File: config.mk
export PLATFORM = sky130hd
export DESIGN_NAME = mem_arbiter
export DESIGN_NICKNAME = d
export VERILOG_FILES = /design/src/common/mem_pkg.sv /design/src/mem_arbiter.sv
export SDC_FILE = /design/constraint.sdc
export NUM_CORES = 1
export LEC_CHECK = 0
export ABC_CLOCK_PERIOD_IN_PS = 1880
export BUFFER_PORTS_ARGS = -buffer_cell sky130_fd_sc_hd__buf_2
export CAP_MARGIN = 30
export CORE_AREA = 3 3 111 113
export CTS_CLUSTER_SIZE = 14
export DETAILED_ROUTE_END_ITERATION = 12
export DIE_AREA = 0 0 114 116
export GPL_TIMING_DRIVEN = 0
export PLACE_DENSITY = 0.57
export SLEW_MARGIN = 30
export SYNTH_ARGS = -nofsm -noshare
export SYNTH_HDL_FRONTEND = slang
export SYNTH_SLANG_ARGS = --single-unit
File: constraint.sdc
create_clock -name clock -period 1.88 [get_ports clock]
set_input_delay 0.188 -clock clock [delete_from_list [all_inputs] [get_ports clock]]
set_output_delay 0.188 -clock clock [all_outputs]
set_load 0.02 [all_outputs]
File: src/common/mem_pkg.sv
// memory side definitions shared by both caches, the arbiter and the memory
// the word width is fixed here and every block width is derived from it

package mem_pkg;

	// cpu word width in bits
	localparam int word_bits = 32;

	// operation on the block memory bus
	// op_idle means neither strobe is driven
	typedef enum logic [1:0]
	{
		op_idle,
		op_read,
		op_write
	} mem_op_e;

	// which cache currently holds the block memory
	typedef enum logic [1:0]
	{
		own_none,
		own_icache,
		own_dcache
	} owner_e;

endpackage

File: src/mem_arbiter.sv
// round-robin owner of the block memory, icache wins the first tie after reset
// a grant lasts until the owner's pulse and is released the cycle after it

module mem_arbiter
	import mem_pkg::*;
#(
	parameter int block_words = 4,
	parameter int mem_blocks = 64
) (
	input logic clock,
	input logic reset,
	input logic ic_ren,
	input logic [$clog2(mem_blocks)-1:0] ic_block_addr,
	input logic dc_ren,
	input logic dc_wen,
	input logic [$clog2(mem_blocks)-1:0] dc_block_addr,
	input logic [block_words*word_bits-1:0] dc_wdata,
	input logic mem_ready,
	input logic mem_done,
	output logic ic_ready,
	output logic dc_ready,
	output logic dc_done,
	output logic mem_ren,
	output logic mem_wen,
	output logic [$clog2(mem_blocks)-1:0] mem_block_addr,
	output logic [block_words*word_bits-1:0] mem_wdata
);

	owner_e grant;
	mem_op_e grant_op;
	logic last_dcache;
	logic dc_req;
	logic pick_dc;

	assign dc_req = dc_ren || dc_wen;
	// dcache wins when alone or when icache was served last
	assign pick_dc = dc_req && (!ic_ren || !last_dcache);

	always_ff @(posedge clock or negedge reset)
	begin
		if (!reset)
		begin
			grant <= own_none;
			grant_op <= op_idle;
			last_dcache <= 1'b1;
		end
		else if (grant != own_none)
		begin
			if (mem_ready || mem_done)
			begin
				grant <= own_none;
				grant_op <= op_idle;
			end
		end
		else if (pick_dc)
		begin
			grant <= own_dcache;
			grant_op <= dc_wen ? op_write : op_read;
			last_dcache <= 1'b1;
		end
		else if (ic_ren)
		begin
			grant <= own_icache;
			grant_op <= op_read;
			last_dcache <= 1'b0;
		end
	end

	// only the strobe of the granted operation reaches the memory
	assign mem_ren = (grant_op == op_read);
	assign mem_wen = (grant_op == op_write);
	assign mem_block_addr = (grant == own_dcache) ? dc_block_addr : ic_block_addr;
	assign mem_wdata = dc_wdata;

	// pulses go back to the owner only
	assign ic_ready = (grant == own_icache) && mem_ready;
	assign dc_ready = (grant == own_dcache) && mem_ready;
	assign dc_done = (grant == own_dcache) && mem_done;

endmodule

==> results.cfg <==
[logic_synthesis]
synth_ff_type = dfrtp_1
netlist_area_mm2 = 0.00132
yosysWarnings = 0
ys_top_cells_by_count = 128 x buf_4, 6 x mux2_2, 6 x nand2_1
ys_seq_area_share_pct = 9.59
ys_async_sr_fraction_pct = 100
synthTopCellsByArea = buf_4 73%, dfrtp_1 7.6%, mux2_2 5.1%, dfstp_2 2.0%, nand2_1 1.7%
yosys.area.top_type = buf_4
synth_most_common_cell = buf_4
yosysUniqueCellTypes = 19
ys_seq_elements = 5
synth_cells = 166
mappedNetlistNets = 313
syn_area_per_cell_um2 = 7.94
synth_edf_count = 0
synth_top_area_share_pct = 72.9

[worst_setup_path]
worstPathMaxFanout = 8
reg2reg_to = grant_op[1]
cp_data_required_time_ns = 1.69
end_kind = primary output
cp.buffers_inverters = 2
rr_worst_depth = 3
path_cells = nor2b_1 -> buf_6 -> mux2_2 -> buf_2
cp_slowest_cell = dfrtp_1
rrSetupSlack_ns = 0.60
arrival_ns = 1.47
cp_top_family = flip-flops
cp-start-kind = flip-flop
path_class = flip-flop to primary output
r2r-start = grant[1]
slowest_delay_ns = 0.42

[sta]
drv_slew = 0
final.period_utilization_pct = 88.3
setup_viol = 0
fin_skew_ns = 0.000330
min_period_ns = 1.66
relSlewSlack_pct = 81.6
hold_viol_final = 0
rsz0062_at_grt = no
final.setup.tns_ns = 0
worst_slew_pin_slew_ns = 0.275
fmax_ghz = 0.603

[pwr]
vdd_drop_max_uv = 767
power_w = 0.00155
p_leak_nw = 1.44
powerDensity_mw_per_mm2 = 655

[place]
dp_hpwl_um = 4560
gp_congestion = 0.714
port_buffers = 157

[global_routing]
antenna_found_initial = 0
overflow = 0
grt_max_degree = 9
grt_pass1_vias = 1212
grt_pass1_wl_um = 5510
grt_usage_pct = 5.38

[detailed_routing]
drt_iter0_markers = 20
post_drt_wl_per_cell_um = 10.1
avgViaCountPerCell = 3.13
dr.max_layer_used = met4
drt-met1-wl_um = 1060
vias = 1472
wl_met3_um = 701
ant_nets = 0
wl_met2_um = 2910
drtPass1Iterations = 4
drt_wl_total_um = 4740
drc = 0

[clock_network]
cts_buffers = 3
post-cts-setup-buffers = 0
hold_buffers = 1
clkSinkCount = 5
ctsResizeCount = 0
htree_levels = 1
worst_skew_pair.late_latency_ns = 0.22
cts_tree = yes
cts_root_buffer = clkbuf_16
cts_buffer_depth = 2
clk_pin_slew_ns = 0.03

[floorplanning]
io_pins = 286
die_area_mm2 = 0.0132
row_count = 39
coreArea_mm2 = 0.0114
die_y_um = 116
die_x_um = 114
start_util_pct = 11.5

[hold_path]
worstHoldPathCells = 3
hp-start = ic_ren
hold_path_class = primary input to flip-flop
hold_end = grant[0]

[finish]
syn_to_final_growth_pct = 80.0
fin_nets = 476
antenna_cells = 0
drive_gt1_share_pct = 91.5

[run_status]
status = finished, final reports clean

[run]
drv_cap = 0
metrics by stage:
stage | hold WS, ns | cell area (µm²) | instances | worst slack [ns] | util, %
6_report | 0.266 | 2370 | 471 | 0.221 | 20.8
3_5_place_dp | 0.00590 | 2280 | 466 | 0.453 | 20.0
2_1_floorplan | -0.108 | 1320 | 166 | 0.612 | -
5_1_grt | 0.294 | 2370 | 471 | 0.167 | 20.8
4_1_cts | 0.268 | 2370 | 471 | 0.217 | 20.8
3_3_place_gp | 0.00411 | 2280 | 466 | 0.466 | 20.0
layout make-up:
class,count,area (µm²)
clock buffers,4,78.8
flip-flops and latches,5,126
repair buffers,158,796
well taps,143,179
fillers,1274,9050
multi-input cells,32,219
plain buffers,129,972
power breakdown:
| group | internal (W) | leakage (nW) | total, W | switching, W |
|---|---|---|---|---|
| combinational | 0.000483 | 1.34 | 0.000992 | 0.000509 |
| sequential | 0.000166 | 0.0611 | 0.000222 | 0.0000553 |
| clock | 0.000280 | 0.0382 | 0.000340 | 0.0000597 |
flip-flops by register name, summed over array words and instances, names as in the netlist:
| signal | count |
|---|---|
| grant | 2 |
| last_dcache | 1 |
| grant_op | 2 |
worst max-delay path by stage:
stage                  start                 to  cells past startpoint
CTS                 grant[1]  mem_block_addr[5]                      4
floorplan           grant[1]  mem_block_addr[0]                      3
global placement    grant[1]  mem_block_addr[5]                      4
finish              grant[1]  mem_block_addr[5]                      4
detailed placement  grant[1]  mem_block_addr[5]                      4
global route        grant[1]  mem_block_addr[2]                      4
placed cells by master (no fill, tap or decap):
| master | count |
|---|---|
| buf_4 | 128 |
| buf_6 | 1 |
| nor3_1 | 3 |
| a21o_1 | 1 |
| clkbuf_16 | 3 |
| o211ai_1 | 1 |
| buf_2 | 157 |
| nand2_1 | 6 |
| and3_2 | 1 |
| dfrtp_1 | 4 |
| a21oi_1 | 1 |
| dlygate4sd3_1 | 1 |
| nor2_2 | 1 |
| o21ai_0 | 1 |
| nor2b_1 | 3 |
| nor2_1 | 3 |
| nor4_1 | 1 |
| mux2_2 | 6 |
| o32a_2 | 1 |
| mux2_4 | 1 |
| clkbuf_1 | 1 |
| and2_1 | 2 |
| dfstp_2 | 1 |
routing by layer:
| layer | up-vias | track usage [%] |
|---|---|---|
| met4 | 0 | 2.61 |
| li1 | 715 | - |
| met3 | 2 | 1.51 |
| met2 | 146 | 11.7 |
| met5 | - | 0 |
| met1 | 609 | 4.16 |
worst register-to-register path, delay by kind of cell, from the launching register on:
family | cells | cell delay (ns)
flops | 1 | 0.42
mux | 1 | 0.32
simple gates | 1 | 0.24
compound gates | 1 | 0.18
cells by family after synthesis:
group                  count (synthesis)  synth area share, %
DFF                                    5                 9.59
buffers and inverters                129                 73.8
and+or+nand+nor                       20                 7.60
AOI/OAI and AO/OA                      5                 2.75
muxes                                  7                 6.27
No activity file was read; power rests on OpenSTA's default activity.
